### src/design/exu_pkg.sv
package exu_pkg;

  // major opcodes, inst[6:2]
  typedef enum logic [4:0] {
    OP_LOAD   = 5'b00000,
    OP_CALRI  = 5'b00100,
    OP_AUIPC  = 5'b00101,
    OP_STORE  = 5'b01000,
    OP_CALRR  = 5'b01100,
    OP_LUI    = 5'b01101,
    OP_BRANCH = 5'b11000,
    OP_JALR   = 5'b11001,
    OP_JAL    = 5'b11011,
    OP_SYS    = 5'b11100
  } op_t;

  // branch funct3
  localparam logic [2:0] BR_BEQ  = 3'b000;
  localparam logic [2:0] BR_BNE  = 3'b001;
  localparam logic [2:0] BR_BLT  = 3'b100;
  localparam logic [2:0] BR_BGE  = 3'b101;
  localparam logic [2:0] BR_BLTU = 3'b110;
  localparam logic [2:0] BR_BGEU = 3'b111;

  // load/store width and sign, same as funct3
  localparam logic [2:0] MEM_FN_B  = 3'b000;
  localparam logic [2:0] MEM_FN_H  = 3'b001;
  localparam logic [2:0] MEM_FN_W  = 3'b010;
  localparam logic [2:0] MEM_FN_BU = 3'b100;
  localparam logic [2:0] MEM_FN_HU = 3'b101;

  localparam logic [11:0] CSR_MEPC    = 12'h341;
  localparam logic [11:0] CSR_MCAUSE  = 12'h342;
  localparam logic [31:0] CAUSE_ECALL = 32'd11;

  localparam int unsigned ADDR_W    = 32;
  localparam int unsigned MEM_WORDS = 256;           // 1 KiB data memory
  localparam int unsigned MEM_AW    = $clog2(MEM_WORDS);

  typedef struct packed {
    logic [31:0] pc;
    op_t         opcode;
    logic [2:0]  funct;
    logic [4:0]  rd;
    logic [31:0] src1;
    logic [31:0] src2;
    logic [31:0] imm;
    logic [31:0] csr;        // csr read value, address sits in imm[11:0]
    logic [31:0] alu_a;
    logic [31:0] alu_b;
    logic [2:0]  alu_funct;
    logic        alu_funcs;
  } issue_t;

  typedef struct packed {
    logic              write;
    logic [2:0]        fn;
    logic [ADDR_W-1:0] addr;
    logic [31:0]       wdata;
  } mem_req_t;

endpackage

### src/design/apb_if.sv
`timescale 1ns/100ps

interface apb_if;
  import exu_pkg::*;

  logic              psel;
  logic              penable;
  logic              pwrite;
  logic [ADDR_W-1:0] paddr;
  logic [31:0]       pwdata;
  logic [3:0]        pstrb;    // zero on reads
  logic [31:0]       prdata;
  logic              pready;

  modport master (
    output psel, penable, pwrite, paddr, pwdata, pstrb,
    input  prdata, pready
  );

  modport slave (
    input  psel, penable, pwrite, paddr, pwdata, pstrb,
    output prdata, pready
  );
endinterface

### src/design/apb_arbiter.sv
`timescale 1ns/100ps

module apb_arbiter (
  input  logic clk,
  input  logic rstn,
  apb_if.slave  m0,
  apb_if.slave  m1,
  apb_if.master s
);

  logic active;   // a transfer owns the slave
  logic owner;
  logic prio;     // preferred master when both request
  logic pick;
  logic sel;
  logic done;

  assign pick = (m0.psel & m1.psel) ? prio : m1.psel;
  assign sel  = active ? owner : pick;

  // penable held low in the grant cycle gives the slave its setup phase
  assign s.psel    = sel ? m1.psel : m0.psel;
  assign s.penable = active & (sel ? m1.penable : m0.penable);
  assign s.pwrite  = sel ? m1.pwrite : m0.pwrite;
  assign s.paddr   = sel ? m1.paddr : m0.paddr;
  assign s.pwdata  = sel ? m1.pwdata : m0.pwdata;
  assign s.pstrb   = sel ? m1.pstrb : m0.pstrb;

  assign m0.pready = active & ~owner & s.pready;
  assign m1.pready = active & owner & s.pready;
  assign m0.prdata = (active & ~owner) ? s.prdata : 32'd0;
  assign m1.prdata = (active & owner) ? s.prdata : 32'd0;

  assign done = active & s.penable & s.pready;

  always_ff @(posedge clk) begin
    if (rstn) begin
      active <= 1'b0;
      owner  <= 1'b0;
      prio   <= 1'b0;
    end else if (!active) begin
      if (m0.psel | m1.psel) begin
        active <= 1'b1;
        owner  <= pick;
      end
    end else if (done) begin
      active <= 1'b0;
      prio   <= ~owner;   // other master first next time
    end
  end

endmodule

### src/flat_wrapper.sv
// flat-port wrapper written by rule: the top's interface ports become plain ports
module apb_arbiter_flat 
  (clk, rstn, m0_psel, m0_penable, m0_pwrite, m0_paddr, m0_pwdata, m0_pstrb, m0_prdata, m0_pready, m1_psel, m1_penable, m1_pwrite, m1_paddr, m1_pwdata, m1_pstrb, m1_prdata, m1_pready, s_psel, s_penable, s_pwrite, s_paddr, s_pwdata, s_pstrb, s_prdata, s_pready);
  apb_if m0_i ();
  apb_if m1_i ();
  apb_if s_i ();
  input  logic clk;
  input  logic rstn;
  input wire logic [$bits(m0_i.psel)-1:0] m0_psel;
  input wire logic [$bits(m0_i.penable)-1:0] m0_penable;
  input wire logic [$bits(m0_i.pwrite)-1:0] m0_pwrite;
  input wire logic [$bits(m0_i.paddr)-1:0] m0_paddr;
  input wire logic [$bits(m0_i.pwdata)-1:0] m0_pwdata;
  input wire logic [$bits(m0_i.pstrb)-1:0] m0_pstrb;
  output wire logic [$bits(m0_i.prdata)-1:0] m0_prdata;
  output wire logic [$bits(m0_i.pready)-1:0] m0_pready;
  input wire logic [$bits(m1_i.psel)-1:0] m1_psel;
  input wire logic [$bits(m1_i.penable)-1:0] m1_penable;
  input wire logic [$bits(m1_i.pwrite)-1:0] m1_pwrite;
  input wire logic [$bits(m1_i.paddr)-1:0] m1_paddr;
  input wire logic [$bits(m1_i.pwdata)-1:0] m1_pwdata;
  input wire logic [$bits(m1_i.pstrb)-1:0] m1_pstrb;
  output wire logic [$bits(m1_i.prdata)-1:0] m1_prdata;
  output wire logic [$bits(m1_i.pready)-1:0] m1_pready;
  output wire logic [$bits(s_i.psel)-1:0] s_psel;
  output wire logic [$bits(s_i.penable)-1:0] s_penable;
  output wire logic [$bits(s_i.pwrite)-1:0] s_pwrite;
  output wire logic [$bits(s_i.paddr)-1:0] s_paddr;
  output wire logic [$bits(s_i.pwdata)-1:0] s_pwdata;
  output wire logic [$bits(s_i.pstrb)-1:0] s_pstrb;
  input wire logic [$bits(s_i.prdata)-1:0] s_prdata;
  input wire logic [$bits(s_i.pready)-1:0] s_pready;
  assign m0_i.psel = m0_psel;
  assign m0_i.penable = m0_penable;
  assign m0_i.pwrite = m0_pwrite;
  assign m0_i.paddr = m0_paddr;
  assign m0_i.pwdata = m0_pwdata;
  assign m0_i.pstrb = m0_pstrb;
  assign m0_prdata = m0_i.prdata;
  assign m0_pready = m0_i.pready;
  assign m1_i.psel = m1_psel;
  assign m1_i.penable = m1_penable;
  assign m1_i.pwrite = m1_pwrite;
  assign m1_i.paddr = m1_paddr;
  assign m1_i.pwdata = m1_pwdata;
  assign m1_i.pstrb = m1_pstrb;
  assign m1_prdata = m1_i.prdata;
  assign m1_pready = m1_i.pready;
  assign s_psel = s_i.psel;
  assign s_penable = s_i.penable;
  assign s_pwrite = s_i.pwrite;
  assign s_paddr = s_i.paddr;
  assign s_pwdata = s_i.pwdata;
  assign s_pstrb = s_i.pstrb;
  assign s_i.prdata = s_prdata;
  assign s_i.pready = s_pready;
  apb_arbiter u_core (.clk(clk), .rstn(rstn), .m0(m0_i), .m1(m1_i), .s(s_i));
endmodule
### config.mk
export PLATFORM = sky130hd
export DESIGN_NAME = apb_arbiter_flat
export DESIGN_NICKNAME = d
export VERILOG_FILES = /design/src/design/exu_pkg.sv /design/src/design/apb_if.sv /design/src/design/apb_arbiter.sv /design/src/flat_wrapper.sv
export SDC_FILE = /design/constraint.sdc
export NUM_CORES = 1
export LEC_CHECK = 0
export BUFFER_PORTS_ARGS = -buffer_cell sky130_fd_sc_hd__buf_2
export CORE_AREA = 10 10 114 116
export DETAILED_ROUTE_END_ITERATION = 6
export DIE_AREA = 0 0 124 126
export GPL_ROUTABILITY_DRIVEN = 0
export GPL_TIMING_DRIVEN = 0
export PLACE_DENSITY = 0.49
export SLEW_MARGIN = 20
export SYNTH_ARGS = -nofsm -noshare
export SYNTH_HDL_FRONTEND = slang
export SYNTH_SLANG_ARGS = --single-unit
### constraint.sdc
create_clock -name clk -period 1.6 [get_ports clk]
set_input_delay 0.16 -clock clk [delete_from_list [all_inputs] [get_ports clk]]
set_output_delay 0.16 -clock clk [all_outputs]
set_load 0.01 [all_outputs]
==> Word level (Yosys, flattened, before mapping) <==
Index checks and enable logic that the tools add are counted.
{ "word_totals": {"reg_bits": 3, "elab_cells": 29} }
{ "classes": {"mux": 13, "n_bitwise": 11, "reduce_logical": 2} }
{ "ops": {"columns": ["op", "n"], "rows": [
  ["32-bit two-way mux", 4],
  ["1-bit bitwise AND", 8],
  ["1-bit two-way mux", 8],
  ["4-bit two-way mux", 1],
  ["2-bit AND reduction", 2],
  ["1-bit inverter", 2],
  ["1-bit bitwise OR", 1]
]} }

==> Depth between registers and ports, before layout <==
Gate-level depths: netlist of the first run.
{ "logic_depth": {"ltp_word": 9, "mapped_depth": 5, "ltp_nobuf": 3} }

==> Least setup slack after synthesis of the first run <==
No wires, ideal clock.
{ "synth_path": {"path_type": "flip-flop to output port", "startpoint": "register u_core.prio", "endpoint": "output port s_paddr[0]", "arrival_time_ns": 1.286, "required_ns": 1.440, "path_slack_ns": 0.154, "path_stages_with_launch": 5, "n_path_buf": 1, "cell_sequence": "dfxtp_1 and2b_1 o21ai_4 buf_6 mux2_2"} }
{ "synth_via": {"elab_chain_cells": 3} }
{ "synth_rtl": {"columns": ["item", "line", "text"], "rows": [
  ["start: declaration", "apb_arbiter.sv:13", "logic prio;"],
  ["start signal: assignment", "apb_arbiter.sv:48", "prio <= ~owner;"],
  ["1-bit two-way mux", "apb_arbiter.sv:18", "assign pick = (m0.psel & m1.psel) ? prio : m1.psel;"],
  ["1-bit two-way mux", "apb_arbiter.sv:19", "assign sel = active ? owner : pick;"],
  ["32-bit two-way mux", "apb_arbiter.sv:25", "assign s.paddr = sel ? m1.paddr : m0.paddr;"],
  ["end: declaration", "flat_wrapper.sv:28", "output wire logic [$bits(s_i.paddr)-1:0] s_paddr;"]
]} }
Every way passes these cells.

==> Worst setup path in the final report of the first run <==
{ "layout_path": {"startpoint": "register u_core.prio", "endpoint": "output port s_pwdata[15]"} }
{ "layout_via": {"elab_chain_cells": 3} }
{ "layout_rtl": {"columns": ["item", "line", "text"], "rows": [
  ["1-bit two-way mux", "apb_arbiter.sv:18", null],
  ["1-bit two-way mux", "apb_arbiter.sv:19", null],
  ["32-bit two-way mux", "apb_arbiter.sv:26", "assign s.pwdata = sel ? m1.pwdata : m0.pwdata;"],
  ["end: declaration", "flat_wrapper.sv:29", "output wire logic [$bits(s_i.pwdata)-1:0] s_pwdata;"]
]} }
Every way passes these cells.

==> impl_metrics.sql, run 1 <==
INSERT INTO impl_metrics (metric_group, metric, value, unit) VALUES
('yosys', 'netlist_instances', '174', ''),
('timing', 'worst_slack', '-244.3', 'ps'),
('timing', 'measured_slew_at_the_worst_slew_check_pin', '282.3', 'ps'),
('clock_network', 'clkSinkCount', '3', ''),
('yosys', 'synth_area_leader', 'sky130_fd_sc_hd__mux2_2', ''),
('floorplan', 'core', '0.01070', 'mm²'),
('clock_network', 'cts-hold-fix-buffers', '0', ''),
('yosys', 'synth_compound_gate_area_share', '3.191', '%'),
('yosys', 'synth_async_sr_flop_share', '0', '%'),
('setup_path', 'worst_r2r_startpoint', 'u_core.owner$_SDFFE_PP0P_', ''),
('yosys', 'synth_simple_gate_area_share', '30.69', '%'),
('setup_path', 'worst-setup-path-type', 'reg2out', ''),
('yosys', 'ys_seq_area_share', '3.928', '%'),
('global_routing', 'global_route_wire_length_before_repair', '16540', 'µm'),
('power', 'vdd_drop_max', '0.0002039', 'V'),
('yosys', 'yosys-top-cells-area', 'sky130_fd_sc_hd__mux2_2 (43%), sky130_fd_sc_hd__and2_1 (14%), sky130_fd_sc_hd__and3_1 (14%)', ''),
('outcome', 'violated_checks', 'setup timing', ''),
('yosys', 'synthesis.yosys.warnings', '0', ''),
('timing', 'final_max_slew_viol_count', '0', ''),
('setup_path', 'cp-startpoint', 'u_core.prio$_SDFFE_PP0P_', ''),
('clock_network', 'tritoncts', 'built', ''),
('yosys', 'dominant_combinational_cell_family_by_area_after_synthesis', 'multiplexers', ''),
('yosys', 'post_synth.cell_area_avg', '8.787', 'µm²'),
('floorplan', 'floorplan.die.height', '126', 'µm'),
('global_routing', 'grt_max_degree', '11', ''),
('layout', 'layout.area.seq', '62.56', 'µm²'),
('clock_network', 'ctsHtreeMaxLevel', '1', ''),
('worst_hold_path', 'whs_path_depth', '2', ''),
('routing', 'ant_nets', '0', ''),
('yosys', 'synth_mux_area_share', '53.93', '%'),
('yosys', 'postSynthRegisterBits', '3', ''),
('layout', 'final_layout_size_suffix_gt1_share', '88.62', '%'),
('power', 'p_total', '1.783', 'mW'),
('global_routing', 'grt.total_usage', '13.36', '%'),
('timing', 'max_slew_headroom', '81.18', '%'),
('placement', 'postPlaceCellArea', '0.003271', 'mm²'),
('placement', 'detailedPlace.worstSlack', '-198.1', 'ps'),
('setup_path', 'startpoint_type', 'register', ''),
('timing', 'rsz0062_at_grt', 'yes', ''),
('routing', 'drt-total-wl', '12580', 'µm'),
('floorplan', 'initial_utilization', '14.29', '%'),
('routing', 'route.vias.total', '2670', ''),
('clock_network', 'number_of_clock_buffers_inserted_by_tritoncts', '3', ''),
('setup_path', 'timing.critical_path.fanout_max', '10', ''),
('layout', 'syn2layout_area_growth', '168.0', '%'),
('power', 'comb_power_share', '82.9', '%'),
('placement', 'detailed_place_hpwl', '10600', 'µm'),
('outcome', 'run_status', 'finished, violations left', ''),
('yosys', 'synth_flop_cell', 'sky130_fd_sc_hd__dfxtp_1', ''),
('timing', 'finalSetupViolations', '79', ''),
('clock_network', 'cts-root-to-sink-buffers', '2', ''),
('global_routing', 'number_of_antenna_violations_at_the_first_check_in_global_routing', '1', ''),
('global_routing', 'number_of_global_route_vias_before_repair', '2829', ''),
('power', 'sw_frac_of_total', '36.45', '%'),
('routing', 'routed_via_density', '4.159', ''),
('floorplan', 'die_area', '0.01562', 'mm²'),
('power', 'power_frac_seq', '4.7', '%'),
('power', 'netSwitchingPower', '650.1', 'µW'),
('worst_hold_path', 'worst_hold_startpoint', 'rstn', ''),
('power', 'intPower', '1.133', 'mW'),
('placement', 'io_buffer_count', '313', ''),
('power', 'static-leakage-power', '2.412', 'nW'),
('power', 'clock_power_share', '12.3', '%'),
('routing', 'detail_route.wl_per_cell', '19.60', 'µm'),
('global_routing', 'overflow', '0', ''),
('timing', 'final.setup_skew', '0.5237', 'ps'),
('worst_hold_path', 'min-delay-path-class', 'in2reg', ''),
('routing', 'initialDrtViolationCount', '89', ''),
('setup_path', 'r2r_depth', '6', ''),
('yosys', 'yosys.area_share.xor_xnor', '0', '%'),
('setup_path', 'setup.reg_to_reg.worst_slack', '380', 'ps');
## state kept, by name, summed over array words and instances, names as in the netlist
signal / count
u_core.owner: 1
u_core.prio: 1
u_core.active: 1
## how the worst max path moves through the flow
stage,end
6_report,s_pwdata[15]
5_1_grt,s_pwdata[28]
4_1_cts,s_pstrb[2]
3_5_place_dp,s_paddr[30]
3_3_place_gp,s_paddr[28]
2_1_floorplan,s_paddr[0]
## worst max-delay path, stage by stage (launching register included)
cell                      delay [ps]
sky130_fd_sc_hd__dfxtp_2         310
sky130_fd_sc_hd__and2b_1         190
sky130_fd_sc_hd__o21ai_4         150
sky130_fd_sc_hd__buf_12          170
sky130_fd_sc_hd__buf_12          140
sky130_fd_sc_hd__mux2_2          330
sky130_fd_sc_hd__buf_2           150
## cell usage after synthesis (2+ instances only)
| library cell | count |
|---|---|
| sky130_fd_sc_hd__mux2_2 | 59 |
| sky130_fd_sc_hd__buf_2 | 2 |
| sky130_fd_sc_hd__and2_1 | 33 |
| sky130_fd_sc_hd__mux2_4 | 10 |
| sky130_fd_sc_hd__and2b_1 | 2 |
| sky130_fd_sc_hd__nor3_1 | 2 |
| sky130_fd_sc_hd__and3_1 | 33 |
| sky130_fd_sc_hd__dfxtp_1 | 3 |
| sky130_fd_sc_hd__nand2_1 | 2 |
| sky130_fd_sc_hd__clkbuf_1 | 9 |
| sky130_fd_sc_hd__a21oi_1 | 3 |
| sky130_fd_sc_hd__buf_6 | 7 |
## per-layer routing
layer / vias to the layer above / wire (µm) / share of wire (%) / GRT usage (%)
li1: 1280 / - / - / -
met3: 6 / 1494 / 12 / 4.602
met2: 164 / 6822 / 54 / 26.19
met4: 0 / 74 / 0.59 / 2.371
met1: 1220 / 4191 / 33 / 13.03
met5: - / 0 / 0 / 0
## logic make-up after synthesis
family,after synthesis
flip-flops,3
AND/OR/NAND/NOR,76
AO/OA/AOI/OAI,6
multiplexers,70
buffers and inverters,19
## through the flow
stage          utilization, %  TNS, ps  hold slack, ps  instances
3_5_place_dp            30.57   -10320           364.9        627
6_report                38.30   -14390           140.7        642
4_1_cts                 33.71   -17580           136.4        633
5_1_grt                 38.30   -19940           150.3        642
2_1_floorplan               -        0           239.3        174
3_3_place_gp            30.57   -11260           362.6        627
## layout make-up
cell class	instances	area share (%)
inverter	1	0.09160
multi-input combinational	153	36.95
timing repair buffer	323	51.24
tap	140	4.275
antenna	1	0.06107
clock buffer	4	1.099
sequential	3	1.527
buffer	17	4.763
## what timing repair did
action | 4_1_cts | 5_1_grt
buffers inserted | 2 | 4
endpoints found under the hold margin | 0 | 0
gates cloned | 1 | 4
endpoints found under the setup margin | 100 | 114
pin swaps | 1 | 29
gates resized for setup | 58 | 113
## power by group through the flow
stage | clock network [mW] | logic [mW] | registers, mW
floorplan | 0 | 0.547 | 0.0832
global placement | 0 | 1.09 | 0.0836
detailed placement | 0 | 1.10 | 0.0838
CTS | 0.231 | 1.25 | 0.0835
global route | 0.232 | 1.57 | 0.0849
finish | 0.220 | 1.48 | 0.0846
(Power assumes the default switching activity.)
==> run 2, diff against run 1 <==
==> constraint.sdc (replaced) <==
create_clock -name clk -period 1.6 [get_ports clk]
set_input_delay 0 -clock clk [delete_from_list [all_inputs] [get_ports clk]]
set_output_delay 0 -clock clk [all_outputs]
set_load 0.01 [all_outputs]
==> impl_metrics.sql, run 2 (synthesized netlist as in run 1, its figures left out) <==
INSERT INTO impl_metrics (metric_group, metric, value, unit) VALUES
('outcome', 'run_status', 'finished, violations left', ''),
('outcome', 'violated_checks', 'setup timing', ''),
('setup_path', 'critical-path-max-stage-delay', '330', 'ps'),
('layout', 'syn2layout_area_growth', '146.1', '%'),
('global_routing', 'number_of_global_route_vias_before_repair', '2839', ''),
('clock_network', 'number_of_clock_buffers_inserted_by_tritoncts', '3', ''),
('layout', 'final_layout_size_suffix_gt1_share', '81.98', '%'),
('clock_network', 'tritoncts', 'built', ''),
('layout', 'stdcell_area', '0.003762', 'mm²'),
('layout', 'biggestRegsByFlops', 'u_core.active x1, u_core.owner x1, u_core.prio x1', ''),
('floorplan', 'die_area', '0.01562', 'mm²'),
('power', 'p_per_area', '431.3', 'mW/mm²'),
('clock_network', 'ctsHtreeMaxLevel', '1', ''),
('layout', 'finalNonFillerCells', '635', ''),
('floorplan', 'initial_utilization', '14.29', '%'),
('timing', 'hold-worst-slack', '58.98', 'ps'),
('routing', 'initialDrtViolationCount', '82', ''),
('power', 'vdd_drop_max', '0.0001997', 'V'),
('floorplan', 'floorplan.die.height', '126', 'µm'),
('timing', 'hold_viol_final', '0', ''),
('timing', 'max_freq', '594.8', 'MHz'),
('setup_path', 'cell_at_the_slowest_stage_of_the_critical_path', 'sky130_fd_sc_hd__mux2_2', ''),
('placement', 'dp_cells', '627', ''),
('layout', 'final_nets', '672', ''),
('timing', 'worst_slack', '-81.29', 'ps'),
('routing', 'routed_via_density', '4.106', ''),
('setup_path', 'timing.critical_path.fanout_max', '10', ''),
('timing', 'final.setup_skew', '0.3080', 'ps'),
('routing', 'detail_route.wl_per_cell', '19.08', 'µm'),
('layout', 'fillCellCount', '1125', ''),
('layout', 'final_cell_mix', 'sky130_fd_sc_hd__buf_2 (276), sky130_fd_sc_hd__buf_6 (38), sky130_fd_sc_hd__mux2_2 (36)', ''),
('flow_run', 'maxCapViolations', '0', ''),
('timing', 'rsz0062_at_grt', 'yes', ''),
('floorplan', 'design.portCount', '314', ''),
('global_routing', 'grt.total_usage', '13.38', '%'),
('global_routing', 'global_route_wire_length_before_repair', '16570', 'µm'),
('timing', 'final_max_slew_viol_count', '0', ''),
('clock_network', 'clkSinkCount', '3', ''),
('routing', 'ant_nets', '0', ''),
('timing', 'final.setup.tns', '-3025', 'ps'),
('setup_path', 'path_buf_inv', '3', ''),
('routing', 'firstDrtPassIters', '4', ''),
('layout', 'fin_util', '35.17', '%'),
('timing', 'post-route-min-period', '1681', 'ps'),
('setup_path', 'timing.critical_path.max_delay_family', 'buffers and inverters', ''),
('floorplan', 'core', '0.01070', 'mm²'),
('power', 'static-leakage-power', '2.272', 'nW'),
('timing', 'max_slew_headroom', '77.58', '%'),
('setup_path', 'cell_by_cell_listing_of_the_critical_path', 'and2b_1, o21ai_4, buf_12, buf_12, mux2_2, buf_2', ''),
('global_routing', 'overflow', '0', ''),
('routing', 'post-route-drc-count', '0', ''),
('placement', 'io_buffer_count', '313', ''),
('clock_network', 'cts-root-to-sink-buffers', '2', ''),
('power', 'p_total', '1.623', 'mW'),
('clock_network', 'worst_setup_hold_path_clk_slew', '30', 'ps'),
('setup_path', 'setup.reg_to_reg.worst_slack', '480', 'ps'),
('floorplan', 'number_of_core_rows', '38', ''),
('timing', 'finalSetupViolations', '69', ''),
('clock_network', 'worstSkewPairLatency', '210', 'ps'),
('global_routing', 'grt_max_degree', '11', ''),
('setup_path', 'cp.required', '1600', 'ps'),
('timing', 'layout_worst_path_cycle_share', '105.1', '%'),
('setup_path', 'critPathArrivalTime', '1680', 'ps'),
('worst_hold_path', 'min-delay-path-class', 'in2reg', ''),
('placement', 'detailed_place_hpwl', '10600', 'µm'),
('floorplan', 'floorplan.die.width', '124', 'µm'),
('global_routing', 'number_of_antenna_violations_at_the_first_check_in_global_routing', '1', ''),
('setup_path', 'startpoint_type', 'register', ''),
('routing', 'drt-total-wl', '12120', 'µm'),
('layout', 'mostFrequentLayoutCell', 'sky130_fd_sc_hd__buf_2', ''),
('placement', 'detailedPlace.worstSlack', '-38.14', 'ps'),
('clock_network', 'cts-root-buf', 'sky130_fd_sc_hd__clkbuf_8', ''),
('setup_path', 'worst-setup-path-type', 'reg2out', ''),
('setup_path', 'crit_path_frequent_cell', 'sky130_fd_sc_hd__buf_12', ''),
('routing', 'route.vias.total', '2607', ''),
('placement', 'postPlaceCellArea', '0.003271', 'mm²'),
('setup_path', 'setup.worst_path.end_class', 'output port', ''),
('timing', 'measured_slew_at_the_worst_slew_check_pin', '336.3', 'ps');
[run 2: repair_timing]
| action | in CTS | in global routing |
|---|---|---|
| hold buffers | 1 | 0 |
| pin swaps | 1 | 1 |
| gates resized for setup | 52 | 33 |
| setup endpoints to repair | 99 | 99 |
| gates cloned | 1 | 0 |
| hold endpoints to repair | 1 | 0 |
| setup buffers | 2 | 0 |
[run 2: worst paths after layout]
check                                                from                        end  cells after the start
worst max-delay path             u_core.prio$_SDFFE_PP0P_               s_pwdata[15]                      6
worst min-delay path                           m1_penable   u_core.prio$_SDFFE_PP0P_                      3
worst max register to register  u_core.owner$_SDFFE_PP0P_  u_core.owner$_SDFFE_PP0P_                      5
worst min register to register   u_core.prio$_SDFFE_PP0P_   u_core.prio$_SDFFE_PP0P_                      1
[run 2: area by class of cell]
cell class	count	area [µm²]	area share, %
diodes	1	2.502	0.06651
plain buffers	17	165.2	4.390
clock buffers	4	45.04	1.197
inverters	1	3.754	0.09977
multi-input cells	152	1440	38.28
flip-flops and latches	3	61.31	1.630
well taps	140	175.2	4.656
repair buffers	317	1869	49.68
[run 2: per-layer routing]
layer / global-route usage, % / share of wire (%) / up-vias
met2: 26.22 / 54 / 162
li1: - / - / 1264
met1: 13.06 / 33 / 1175
met3: 4.602 / 12 / 6
met4: 2.371 / 0.61 / 0
met5: 0 / 0 / -
[run 2: power breakdown]
group,total (mW),leakage [nW],internal (mW),switching (mW)
registers,0.0837,0.0252,0.0809,0.00281
clock network,0.220,0.0228,0.170,0.0498
logic,1.32,2.22,0.760,0.559
total,1.62,2.27,1.01,0.611
[run 2: worst reg2reg max path, stage by stage, from the launching register on]
cell and delay [ps]:
sky130_fd_sc_hd__dfxtp_1 280, sky130_fd_sc_hd__buf_4 160, sky130_fd_sc_hd__nand2_2 90, sky130_fd_sc_hd__o21ai_4 70, sky130_fd_sc_hd__buf_4 190, sky130_fd_sc_hd__o21ba_2 220
