## src/design/exu_pkg.sv

```systemverilog
package exu_pkg;

  // major opcodes, inst[6:2]
  typedef enum logic [4:0] {
    OP_LOAD   = 5'b00000,
    OP_CALRI  = 5'b00100,
    OP_AUIPC  = 5'b00101,
    OP_STORE  = 5'b01000,
    OP_CALRR  = 5'b01100,
    OP_LUI    = 5'b01101,
    OP_BRANCH = 5'b11000,
    OP_JALR   = 5'b11001,
    OP_JAL    = 5'b11011,
    OP_SYS    = 5'b11100
  } op_t;

  // branch funct3
  localparam logic [2:0] BR_BEQ  = 3'b000;
  localparam logic [2:0] BR_BNE  = 3'b001;
  localparam logic [2:0] BR_BLT  = 3'b100;
  localparam logic [2:0] BR_BGE  = 3'b101;
  localparam logic [2:0] BR_BLTU = 3'b110;
  localparam logic [2:0] BR_BGEU = 3'b111;

  // load/store width and sign, same as funct3
  localparam logic [2:0] MEM_FN_B  = 3'b000;
  localparam logic [2:0] MEM_FN_H  = 3'b001;
  localparam logic [2:0] MEM_FN_W  = 3'b010;
  localparam logic [2:0] MEM_FN_BU = 3'b100;
  localparam logic [2:0] MEM_FN_HU = 3'b101;

  localparam logic [11:0] CSR_MEPC    = 12'h341;
  localparam logic [11:0] CSR_MCAUSE  = 12'h342;
  localparam logic [31:0] CAUSE_ECALL = 32'd11;

  localparam int unsigned ADDR_W    = 32;
  localparam int unsigned MEM_WORDS = 256;           // 1 KiB data memory
  localparam int unsigned MEM_AW    = $clog2(MEM_WORDS);

  typedef struct packed {
    logic [31:0] pc;
    op_t         opcode;
    logic [2:0]  funct;
    logic [4:0]  rd;
    logic [31:0] src1;
    logic [31:0] src2;
    logic [31:0] imm;
    logic [31:0] csr;        // csr read value, address sits in imm[11:0]
    logic [31:0] alu_a;
    logic [31:0] alu_b;
    logic [2:0]  alu_funct;
    logic        alu_funcs;
  } issue_t;

  typedef struct packed {
    logic              write;
    logic [2:0]        fn;
    logic [ADDR_W-1:0] addr;
    logic [31:0]       wdata;
  } mem_req_t;

endpackage

```

## src/design/decouple_if.sv

```systemverilog
`timescale 1ns/100ps

// valid/ready link, data held stable while valid waits for ready
interface decouple_if #(
  parameter type T = logic [31:0]
);
  logic valid;
  logic ready;
  T     data;

  modport out (
    output valid, data,
    input  ready
  );

  modport in (
    input  valid, data,
    output ready
  );
endinterface

```

## src/design/apb_if.sv

```systemverilog
`timescale 1ns/100ps

interface apb_if;
  import exu_pkg::*;

  logic              psel;
  logic              penable;
  logic              pwrite;
  logic [ADDR_W-1:0] paddr;
  logic [31:0]       pwdata;
  logic [3:0]        pstrb;    // zero on reads
  logic [31:0]       prdata;
  logic              pready;

  modport master (
    output psel, penable, pwrite, paddr, pwdata, pstrb,
    input  prdata, pready
  );

  modport slave (
    input  psel, penable, pwrite, paddr, pwdata, pstrb,
    output prdata, pready
  );
endinterface

```

## src/design/lsu.sv

```systemverilog
`timescale 1ns/100ps

module lsu (
  input  logic    clk,
  input  logic    rstn,
  decouple_if.in  mreq,
  decouple_if.out mres,
  apb_if.master   apb
);
  import exu_pkg::*;

  typedef enum logic [1:0] {S_IDLE, S_SETUP, S_ACCESS, S_RESP} state_t;

  state_t      state;
  mem_req_t    req;
  logic [4:0]  sh;        // byte lane offset in bits
  logic [31:0] lane;
  logic [31:0] load_val;

  assign sh = {req.addr[1:0], 3'b000};

  assign mreq.ready  = state == S_IDLE;
  assign mres.valid  = state == S_RESP;

  assign apb.psel    = (state == S_SETUP) | (state == S_ACCESS);
  assign apb.penable = state == S_ACCESS;
  assign apb.pwrite  = req.write;
  assign apb.paddr   = {req.addr[ADDR_W-1:2], 2'b00};
  assign apb.pwdata  = req.wdata << sh;

  always_comb begin
    apb.pstrb = 4'b0000;
    if (req.write) begin
      case (req.fn)
        MEM_FN_B, MEM_FN_BU: apb.pstrb = 4'b0001 << req.addr[1:0];
        MEM_FN_H, MEM_FN_HU: apb.pstrb = 4'b0011 << req.addr[1:0];
        MEM_FN_W:            apb.pstrb = 4'b1111;
        default:             apb.pstrb = 4'b0000;
      endcase
    end
  end

  assign lane = apb.prdata >> sh;

  always_comb begin
    case (req.fn)
      MEM_FN_B:  load_val = {{24{lane[7]}}, lane[7:0]};
      MEM_FN_BU: load_val = {24'd0, lane[7:0]};
      MEM_FN_H:  load_val = {{16{lane[15]}}, lane[15:0]};
      MEM_FN_HU: load_val = {16'd0, lane[15:0]};
      MEM_FN_W:  load_val = lane;
      default:   load_val = lane;
    endcase
  end

  always_ff @(posedge clk) begin
    if (rstn) begin
      state <= S_IDLE;
    end else begin
      case (state)
        S_IDLE:   if (mreq.valid) state <= S_SETUP;
        S_SETUP:  state <= S_ACCESS;
        S_ACCESS: if (apb.pready) state <= S_RESP;
        default:  if (mres.ready) state <= S_IDLE;
      endcase
    end
  end

  always_ff @(posedge clk) begin
    if (mreq.valid & mreq.ready) req <= mreq.data;
    if ((state == S_ACCESS) & apb.pready) mres.data <= req.write ? 32'd0 : load_val;
  end

endmodule

```

## src/flat_wrapper.sv

```systemverilog
// flat-port wrapper written by rule: the top's interface ports become plain ports
module lsu_flat import exu_pkg::*;
  (clk, rstn, mreq_valid, mreq_data, mreq_ready, mres_valid, mres_data, mres_ready, apb_psel, apb_penable, apb_pwrite, apb_paddr, apb_pwdata, apb_pstrb, apb_prdata, apb_pready);
  decouple_if mreq_i ();
  decouple_if mres_i ();
  apb_if apb_i ();
  input  logic clk;
  input  logic rstn;
  input wire logic [$bits(mreq_i.valid)-1:0] mreq_valid;
  input wire logic [$bits(mreq_i.data)-1:0] mreq_data;
  output wire logic [$bits(mreq_i.ready)-1:0] mreq_ready;
  output wire logic [$bits(mres_i.valid)-1:0] mres_valid;
  output wire logic [$bits(mres_i.data)-1:0] mres_data;
  input wire logic [$bits(mres_i.ready)-1:0] mres_ready;
  output wire logic [$bits(apb_i.psel)-1:0] apb_psel;
  output wire logic [$bits(apb_i.penable)-1:0] apb_penable;
  output wire logic [$bits(apb_i.pwrite)-1:0] apb_pwrite;
  output wire logic [$bits(apb_i.paddr)-1:0] apb_paddr;
  output wire logic [$bits(apb_i.pwdata)-1:0] apb_pwdata;
  output wire logic [$bits(apb_i.pstrb)-1:0] apb_pstrb;
  input wire logic [$bits(apb_i.prdata)-1:0] apb_prdata;
  input wire logic [$bits(apb_i.pready)-1:0] apb_pready;
  assign mreq_i.valid = mreq_valid;
  assign mreq_i.data = mreq_data;
  assign mreq_ready = mreq_i.ready;
  assign mres_valid = mres_i.valid;
  assign mres_data = mres_i.data;
  assign mres_i.ready = mres_ready;
  assign apb_psel = apb_i.psel;
  assign apb_penable = apb_i.penable;
  assign apb_pwrite = apb_i.pwrite;
  assign apb_paddr = apb_i.paddr;
  assign apb_pwdata = apb_i.pwdata;
  assign apb_pstrb = apb_i.pstrb;
  assign apb_i.prdata = apb_prdata;
  assign apb_i.pready = apb_pready;
  lsu u_core (.clk(clk), .rstn(rstn), .mreq(mreq_i), .mres(mres_i), .apb(apb_i));
endmodule
```

## config.mk

```make
export PLATFORM = sky130hd
export DESIGN_NAME = lsu_flat
export DESIGN_NICKNAME = d
export VERILOG_FILES = /design/src/design/exu_pkg.sv /design/src/design/decouple_if.sv /design/src/design/apb_if.sv /design/src/design/lsu.sv /design/src/flat_wrapper.sv
export SDC_FILE = /design/constraint.sdc
export NUM_CORES = 1
export LEC_CHECK = 0
export ABC_AREA = 1
export ABC_CLOCK_PERIOD_IN_PS = 4000
export BUFFER_PORTS_ARGS = -buffer_cell sky130_fd_sc_hd__buf_2
export CAP_MARGIN = 20
export CORE_MARGIN = 8
export CORE_UTILIZATION = 40
export DETAILED_ROUTE_END_ITERATION = 6
export PLACE_DENSITY = 0.88
export SYNTH_ARGS = -nofsm -noshare
export SYNTH_HDL_FRONTEND = slang
export SYNTH_SLANG_ARGS = --single-unit
export TNS_END_PERCENT = 5
```

## constraint.sdc

```tcl
create_clock -name clk -period 4 [get_ports clk]
set_input_delay 0.2 -clock clk [delete_from_list [all_inputs] [get_ports clk]]
set_output_delay 0.2 -clock clk [all_outputs]
set_load 0.05 [all_outputs]
```

* Word level (Yosys, flattened, before mapping) *
Cells that the tools add are included.

operators by class
  add/subtract/negate cells = 0
  $mul = 0
  div/mod/pow operators = 0
  magnitude comparators = 0
  eq/ne operators = 5
  shifts and indexed selects = 0
  multiplexer cells = 4
  bitwise operators = 3
  reductions and logical operators = 3

operators by type and width
  kind                number
  $mux 2              3
  $pmux 2 s3          1
  $eq 2x2->1 const B  2
  $reduce_bool 4->1   1
  $reduce_and 3->1    1
  $and 1x1->1         2
  $eq 2x1->1 const B  1
  $logic_not 2->1     1
  $ne 2x1->1 const B  1
  $ne 2x2->1 const B  1
  $or 1x1->1          1

storage, ports and cells
  register bits = 42
  latch bits = 0
  RAM bits = 0
  memory bits (read-only) = 0
  input port bits = 69
  output and inout port bits = 105
  logic and storage cells = 18
  memories kept = 0

* Logic depth before layout (Yosys ltp) *
Gate-level depths: netlist of the first run.

  depth in word-level cells = 3
  mapped depth = 8

* Least setup slack after synthesis of the first run *
OpenSTA, ideal clock, no wires.

  path type = register to register
  from = reg u_core.state[0]
  to = reg u_core.req[0] (netlist name) (enable)
  library setup time = 0.387 ns
  arrival time = 1.273 ns
  path slack = 2.341 ns
  cell stages (with the launch flop) = 5
  path buffers = 0
  path through = dfxtp_1 inv_1 ha_1 nand2_1 inv_1

on the way
  word-level cells in the longest chain between the ends = 2

ends and longest elaborated chain
  element                 RTL line   source
  start, declared         lsu.sv:14  state_t state;
  start signal, assigned  lsu.sv:58  state <= S_IDLE;
  start signal, assigned  lsu.sv:61  S_IDLE: if (mreq.valid) state <= S_SETUP;
  start signal, assigned  lsu.sv:62  S_SETUP: state <= S_ACCESS;
  $logic_not 2->1         lsu.sv:22  assign mreq.ready = state == S_IDLE;
  $and 1x1->1             lsu.sv:70  if (mreq.valid & mreq.ready) req <= mreq.data;
  end signal, assigned    lsu.sv:70
  end, declared           lsu.sv:15  mem_req_t req;

Every way passes these cells.
A chain may end at the register's enable or synchronous reset.

* Worst setup path after layout of the first run *
  from = reg u_core.state[0]
  to = out apb_psel

on the way
  word-level cells in the longest chain between the ends = 2
  elaborated cells on any way between the ends = 3
  classes of those cells = eq/ne: 2; bitwise: 1

ends and longest elaborated chain
  element                                          RTL line            source
  $eq 2x1->1 / $eq 2x2->1 (equally long branches)  lsu.sv:25           assign apb.psel = (state == S_SETUP) | (state == S_ACCESS);
  $or 1x1->1 (*)                                   lsu.sv:25
  end, declared                                    flat_wrapper.sv:15  output wire logic [$bits(apb_i.psel)-1:0] apb_psel;

Mark *: on every way between the ends. The rest lies on a longest branch, timed or not.

==> results of run 1 <==
[worst max-delay path: stages, from the launching register on]
cell and delay [ns]:
dfxtp_1 0.39, inv_1 0.10, ha_1 0.31, buf_2 0.26
[cell type report]
cell class	instances	area, um2	area share [%]
flip-flops and latches	42	1241	52.77
repair buffers	113	588.1	25.00
multi-input cells	60	280.3	11.91
clock buffers	5	68.82	2.926
clock inverters	3	68.82	2.926
well taps	54	67.56	2.872
inverters	10	37.54	1.596
[routing by layer]
metal  track usage (%)  up-vias
met5                 0        -
met4             5.016        0
met3             7.415        8
met2             21.90       83
met1             8.472      532
li1                  -      537
[report_power, final]
group	internal [mW]	switching, mW	leakage, nW
clock network	0.250	0.150	0.0683
logic	0.153	0.695	0.707
registers	0.597	0.0322	0.392
[sequential cells by signal (all words and copies together) (netlist names)]
name and flops:
u_core.req 32, u_core.state 2, u_core.mres.data 8
[path summary, 6_finish.rpt]
kind / cells past startpoint / from / slack (ns) / endpoint
worst max register to register: 5 / u_core.state[0] / 2.51 / u_core.req[17]
worst max-delay path: 3 / u_core.state[0] / 2.45 / apb_psel
worst min-delay path: 1 / mreq_data[9] / 0.08 / u_core.req[9]
worst min register to register: 2 / u_core.state[1] / 0.53 / u_core.state[1]
[kinds of logic after synthesis]
logic type	count (synthesis)	synth area share, %
simple gates	17	3.791
buf+inv	71	26.33
flops	42	65.96
other cells	1	0.1993
compound gates	1	0.3991
fa+ha+maj	5	3.324
[synthesized netlist by cell type]
cell,number
nor2_2,1
inv_1,9
edfxtp_1,40
o21bai_1,1
nor2_1,6
nand2_2,1
dfxtp_1,2
buf_4,61
nand2_1,7
ha_1,5
inv_2,1
nand3_1,2
conb_1,1
[placed cells by master, fill, tap and decap left out, types with 2 or more instances in the layout]
cell	Yosys	final
ha_1	5	5
inv_1	9	9
conb_1	1	37
clkbuf_8	0	5
buf_2	0	112
nand3_1	2	2
dfxtp_1	2	2
nor2_1	6	6
edfxtp_1	40	40
nand2_1	7	7
bufinv_16	0	2
[stage by stage]
step / std cells / util [%] / cell area (um2) / setup WS, ns
after floorplan: 173 / - / 2017 / 2.341
after global placement: 278 / 47.24 / 2187 / 2.099
after detailed placement: 278 / 47.24 / 2187 / 2.040
after CTS: 286 / 50.22 / 2325 / 2.031
after global routing: 287 / 50.81 / 2352 / 2.368
final: 287 / 50.81 / 2352 / 2.451
==> impl_metrics.ini, run 1 <==
[drt]
wl_met2_mm = 2.373
detail_route.first_pass.iterations = 4
drt_wl_total_mm = 4.396
wl_met3_um = 604
drtIter0Drc = 53
drc = 0
viasPerCell = 4.042
routedWlPerCell_um = 15.32
ant_nets = 0
dr_total_vias = 1160
drt-met1-wl_mm = 1.335
top_layer = met4

[sta]
hold_viol_final = 0
skew_ns = 0.003900
hold_ws_ns = 0.07503
rsz0062_at_grt = no
fmax_mhz = 645.6
tns_ns = 0
fin_crit_ns = 1.549
setup_viol = 0
period_share_pct = 38.72
slew_violations = 0

[global_routing]
grt_pass1_wl_mm = 6.306
grtUsageTotal_pct = 11.44
grt_max_degree = 33
antenna_found_initial = 0
gr-total-overflow = 0
first_global_vias = 1228

[place]
gp_congestion = 0.7453
hpwlAfterDp_mm = 3.643
port_buffers = 112

[power_and_ir_drop]
leakage_nw = 1.168
vdd_ir_drop_max_mv = 0.4698
p_total_mw = 1.877
power.density_nw_per_um2 = 797.9

[run_status]
status = complete, no violations

[floorplan]
coreArea_um2 = 4629
start_util_pct = 40.65
die_area_um2 = 7155
fp.dieW_um = 84.59
io_pins = 174
num_rows = 25
die_h_um = 84.59

[synthesis]
ys_warn_count = 0
ys_top_cells_by_area = edfxtp_1 64%, buf_4 24%, ha_1 3.3%
seq_area_frac_synth_pct = 65.96
synth_top_area_share_pct = 63.83
synthDistinctLibCells = 13
syn_area_per_cell_um2 = 13.74
synth_top_area_cell = edfxtp_1
synth-seq-cells = 42
syn_area_um2 = 1882
syn_inst = 137

[clock_network]
root_buffer = clkbuf_8
clk_latency_ns = 0.29
cts_repair_resize_count = 0
clockBufferDepth = 2
cts_tree = built
clkTransAtPathRegs_ns = 0.08
holdBufCountCts = 0
cts.sinks = 42
cts_buffers = 5
postCtsSetupRepairBufs = 0
htreeDepth = 2

[run]
maxCapViolCount = 0

[hold_path]
hp-class = primary input to register

[layout]
area_growth_pct = 25.00
nNetsFinal = 306
num_antenna_cells = 0
n_fill_cell = 396
drive_gt1_share_pct = 53.22

[setup_path]
crit_path_max_fanout = 4
timing.critical_path.required_ns = 3.80
arrival_ns = 1.35
critPathCaptureType = output pin
worstSetupPathType = register to output pin
cp-start-kind = register
No activity file was read; power rests on OpenSTA's default activity.
==> run 2, diff against run 1 <==
--- a/config.mk
+++ b/config.mk
@@ -6,13 +6,13 @@
 export NUM_CORES = 1
 export LEC_CHECK = 0
 export ABC_AREA = 1
-export ABC_CLOCK_PERIOD_IN_PS = 4000
+export ABC_CLOCK_PERIOD_IN_PS = 1400
 export BUFFER_PORTS_ARGS = -buffer_cell sky130_fd_sc_hd__buf_2
 export CAP_MARGIN = 20
 export CORE_MARGIN = 8
-export CORE_UTILIZATION = 40
+export CORE_UTILIZATION = 33
 export DETAILED_ROUTE_END_ITERATION = 6
-export PLACE_DENSITY = 0.88
+export PLACE_DENSITY = 0.78
 export SYNTH_ARGS = -nofsm -noshare
 export SYNTH_HDL_FRONTEND = slang
 export SYNTH_SLANG_ARGS = --single-unit
==> constraint.sdc (replaced) <==
create_clock -name clk -period 1.4 [get_ports clk]
set_input_delay 0.07 -clock clk [delete_from_list [all_inputs] [get_ports clk]]
set_output_delay 0.07 -clock clk [all_outputs]
set_load 0.05 [all_outputs]
==> run 2 against run 1 <==
Flip-flop and latch count did not move. Via count increased by 12%. Core utilization shrank 0.25 points. Combinational power grew to 3.0 times the previous value. Clock-buffer cell count up 1. First-iteration DRC count shrank 21%. Final area up 18%. Wire length is 13% higher. Clock power is 130% higher. Critical path type unchanged. Largest cell class unchanged. Register-to-register slack got worse by 2.3 ns. Clock skew hardly changed. Sequential power rose to 2.9 times the previous value.
==> impl_metrics.ini, run 2 (same netlist as run 1, synthesis figures left out) <==
[layout]
num_antenna_cells = 0
layout_commonest_cell = buf_2
drive_gt1_share_pct = 48.18
final_cells = 346
mostFrequentLayoutCells = 112 x buf_2, 40 x dlygate4sd3_1, 40 x edfxtp_1, 37 x conb_1
largest_registers = u_core.req: 32 flops, u_core.mres.data: 8 flops, u_core.state: 2 flops
largest_register_ffs = 32
nNetsFinal = 347
area_growth_pct = 47.94
top_register = u_core.req

[setup_path]
crit_family = flip-flops
reg2reg_depth = 5
rr_endpoint = u_core.req[23]
ff2ff_setup_slack_ns = 0.18
critPathCaptureType = output pin
cp-start-kind = register
crit_path_max_fanout = 25
crit_buf_inv = 1
worstSetupPathType = register to output pin
timing.critical_path.required_ns = 1.33
arrival_ns = 1.31
crit_chain = buf_2
slowest_stage = edfxtp_1
reg2reg_from = u_core.state[1]
cpPeakStageDelay_ns = 0.67

[clock_network]
htreeDepth = 2
postCtsSetupRepairBufs = 0
cts.sinks = 42
clkTransAtPathRegs_ns = 0.08
clockBufferDepth = 2
clk_latency_ns = 0.28
root_buffer = clkbuf_8
cts_buffers = 5
cts_tree = built
cts_repair_resize_count = 0

[floorplan]
fp.dieW_um = 91.52
start_util_pct = 34.17
num_rows = 27
io_pins = 174
coreArea_um2 = 5507
die_area_um2 = 8375
die_h_um = 91.52

[global_routing]
antenna_found_initial = 0
grtUsageTotal_pct = 11.49
first_global_vias = 1434
grt_max_degree = 33
grt_pass1_wl_mm = 7.596
gr-total-overflow = 0

[sta]
max_slew_margin_pct = 66.56
fin_crit_ns = 1.385
tns_ns = 0
fmax_mhz = 722.2
hold_viol_final = 0
hold_ws_ns = 0.01780
rsz0062_at_grt = yes
tightestPinTransition_ns = 0.5016
setup_viol = 0
slew_violations = 0
layout_setup_ws_ns = 0.01539
period_share_pct = 98.90
skew_ns = 0.003846

[place]
gp_congestion = 0.6709
hpwlAfterDp_mm = 3.544
port_buffers = 112
placedCellCount = 298
dp_worst_setup_slack_ns = 0.1769

[drt]
detail_route.first_pass.iterations = 3
drc = 0
drt_wl_total_mm = 4.986
dr_total_vias = 1294
ant_nets = 0
viasPerCell = 3.740
drtIter0Drc = 42
routedWlPerCell_um = 14.41

[run_status]
status = complete, no violations

[power_and_ir_drop]
leakage_nw = 1.315
power.density_nw_per_um2 = 1907
vdd_ir_drop_max_mv = 1.290

[hold_path]
worstHoldStart = rstn
whs_path_depth = 4
hp-class = primary input to register
hold_end = u_core.state[1]

[run]
maxCapViolCount = 0
[run 2: area by class of cell]
cell class,instances,area (um2)
flip-flops and latches,42,1244
clock buffers,6,72.57
inverters,10,41.29
clock inverters,2,37.54
multi-input cells,60,297.8
fillers,485,2723
repair buffers,154,1001
well taps,72,90.09
[run 2: repair_timing]
action                                  in CTS  in global routing
hold buffers                                40                  0
endpoints found under the setup margin      25                 25
endpoints found under the hold margin       40                  0
[run 2: where the power goes]
part / internal (mW) / switching (mW)
registers: 1.71 / 0.0958
clock network: 0.532 / 0.395
logic: 0.553 / 2.02
[run 2: worst register-to-register path, cell delays in order, from the launching register on]
cell,delay [ns]
dfxtp_2,0.34
inv_2,0.09
ha_4,0.15
nand2_2,0.06
clkinvlp_4,0.07
buf_12,0.19
[run 2: worst max-delay path by stage]
stage                                   start                   to  cells past startpoint
final                     u_core.mres.data[7]        mres_data[29]                      1
after global routing      u_core.mres.data[7]        mres_data[24]                      1
after CTS                 u_core.mres.data[7]         mres_data[7]                      1
after detailed placement      u_core.state[1]        u_core.req[3]                      5
after global placement        u_core.state[0]  u_core.mres.data[7]                      5
after floorplan               u_core.state[1]        u_core.req[0]                      4
[run 2: per-layer routing]
metal	vias up	global-route usage [%]	share of wire, %
li1	618	-	-
met1	576	9.127	30
met2	94	21.13	52
met3	6	8.395	18
met4	0	3.820	1.1
met5	-	0	0
[run 2: stage by stage]
step	power (mW)	util, %	instance area [um2]
after floorplan	3.998	-	2041
after global placement	4.287	41.29	2273
after detailed placement	4.335	41.29	2273
after CTS	5.363	50.56	2784
after global routing	5.555	50.56	2784
final	5.309	50.56	2784
==> run 3, diff against run 2 <==
--- a/config.mk
+++ b/config.mk
@@ -9,7 +9,6 @@
 export ABC_CLOCK_PERIOD_IN_PS = 1400
 export BUFFER_PORTS_ARGS = -buffer_cell sky130_fd_sc_hd__buf_2
 export CAP_MARGIN = 20
-export CORE_MARGIN = 8
 export CORE_UTILIZATION = 33
 export DETAILED_ROUTE_END_ITERATION = 6
 export PLACE_DENSITY = 0.78
==> run 3 against run 2 <==
Clock-buffer cell count is the same. Register-to-register slack lost 0.05 ns. Sequential share of layout area grew 0.26 points. Setup slack lost 0.011 ns. Flip-flop and latch count is the same. Wire length shrank 21%. Highest routed layer unchanged. Clock power grew 2.8%. Core utilization shrank 0.30 points. Maximum frequency shrank 0.78%. Power shrank 0.42%. Combinational power shrank 2%. Largest cell class unchanged. Non-clock buffer count shrank 1.
==> impl_metrics.ini, run 3 (same netlist as run 1, synthesis figures left out) <==
[run_status]
status = complete, no violations

[layout]
mostFrequentLayoutCells = 112 x buf_2, 40 x dlygate4sd3_1, 40 x edfxtp_1, 37 x conb_1
largest_register_ffs = 32
area_growth_pct = 47.07
layout_commonest_cell = buf_2
num_antenna_cells = 0
utilization_pct = 50.26
top_register = u_core.req
nNetsFinal = 346
largest_registers = u_core.req: 32 flops, u_core.mres.data: 8 flops, u_core.state: 2 flops
drive_gt1_share_pct = 48.35

[power_and_ir_drop]
vdd_ir_drop_max_mv = 1.295
pwr-share-clk_pct = 18.0
switching_share_pct = 47.47
p_sw_mw = 2.510
leakage_nw = 1.297
power.density_nw_per_um2 = 1910
power_frac_comb_pct = 47.8
p_int_mw = 2.777
p_total_mw = 5.287
sequentialPowerShare_pct = 34.2

[sta]
setup_viol = 0
max_slew_margin_pct = 66.05
fin_crit_ns = 1.395
period_share_pct = 99.67
slew_violations = 0
tns_ns = 0
skew_ns = 0.006085
hold_ws_ns = 0.007528
rsz0062_at_grt = yes
tightestPinTransition_ns = 0.5093
hold_viol_final = 0
fmax_mhz = 716.6

[global_routing]
grt_max_degree = 33
first_global_vias = 1270
grt_pass1_wl_mm = 5.871
grtUsageTotal_pct = 13.18
gr-total-overflow = 0
antenna_found_initial = 0

[setup_path]
critPathCaptureType = output pin
crit_path_max_fanout = 25
crit_buf_inv = 1
cpPeakStageDelay_ns = 0.67
slowest_stage = edfxtp_1
cp-start-kind = register
timing.critical_path.required_ns = 1.33
startpoint = u_core.mres.data[7]
arrival_ns = 1.33
reg2reg_from = u_core.state[0]
worstSetupPathType = register to output pin
crit_chain = buf_2
crit_family = flip-flops

[floorplan]
num_rows = 27
coreArea_um2 = 5507
die_area_um2 = 6009
fp.dieW_um = 77.52
io_pins = 174
start_util_pct = 34.17
die_h_um = 77.52

[clock_network]
htreeDepth = 2
clockBufferDepth = 2
cts_buffers = 5
cts.sinks = 42
clk_latency_ns = 0.29
cts_tree = built
root_buffer = clkbuf_8
clkTransAtPathRegs_ns = 0.08

[hold_path]
worstHoldStart = rstn
hp-class = primary input to register

[drt]
viasPerCell = 3.806
routedWlPerCell_um = 11.38
drtIter0Drc = 17
detail_route.first_pass.iterations = 4
ant_nets = 0
drc = 0
dr_total_vias = 1313
drt_wl_total_mm = 3.926

[place]
port_buffers = 112
hpwlAfterDp_mm = 2.570
gp_congestion = 0.6980

[run]
maxCapViolCount = 0
==> run 3: cell types whose count changed in the layout (fill, tap and decap cells not counted), sizes merged <==
cell | before | now
buf | 114 | 113
clkinvlp | 2 | 3
inv | 9 | 8
==> run 3: metal layers <==
| layer | vias to the layer above | wire (um) | share of wire (%) | track usage (%) |
|---|---|---|---|---|
| li1 | 619 | - | - | - |
| met1 | 597 | 1295 | 33 | 11.53 |
| met2 | 89 | 2231 | 57 | 26.11 |
| met3 | 8 | 325 | 8.3 | 4.353 |
| met4 | 0 | 73 | 1.9 | 6.604 |
| met5 | - | 0 | 0 | 0 |
==> run 3: area by class of cell <==
cell class,instances,area [um2]
timing repair buffer,153,980.9
sequential,42,1244
clock buffer,6,72.57
multi-input combinational,60,297.8
clock inverter,2,37.54
tap,72,90.09
inverter,10,45.04
fill,483,2739
==> run 3: through the flow <==
stage	instances	area, um2	setup slack (ns)
floorplan	173	2041	-0.04051
global placement	297	2253	0.09059
detailed placement	297	2253	0.05861
CTS	345	2764	-0.03721
global route	345	2768	-0.1190
finish	345	2768	0.004574
==> run 3: power groups by stage <==
stage / registers [mW] / logic (mW) / clock network, mW
finish: 1.81 / 2.53 / 0.953
global route: 1.84 / 2.65 / 1.02
CTS: 1.81 / 2.52 / 0.981
detailed placement: 1.83 / 2.43 / 0
global placement: 1.82 / 2.41 / 0
floorplan: 2.67 / 1.33 / 0
==> run 3: timing repair <==
item | CTS | global route
hold buffers | 40 | 0
gates resized for setup | 0 | 1
buffers inserted | 0 | 0
endpoints found under the hold margin | 40 | 0
endpoints found under the setup margin | 25 | 33
cloned | 0 | 0
==> run 3: path summary, 6_finish.rpt <==
path	end	slack [ns]	depth (start not counted)
max	mres_data[12]	0.005	1
min	u_core.state[1]	0.008	4
max reg2reg	u_core.mres.data[6]	0.13	4
min reg2reg	u_core.state[1]	0.52	2
==> run 3: worst reg2reg max path: cells and delay by family (launching register included) <==
kind	cells	cell delay, ns
flops	1	0.37
fa+ha+maj	1	0.21
buf+inv	2	0.28
simple gates	1	0.11
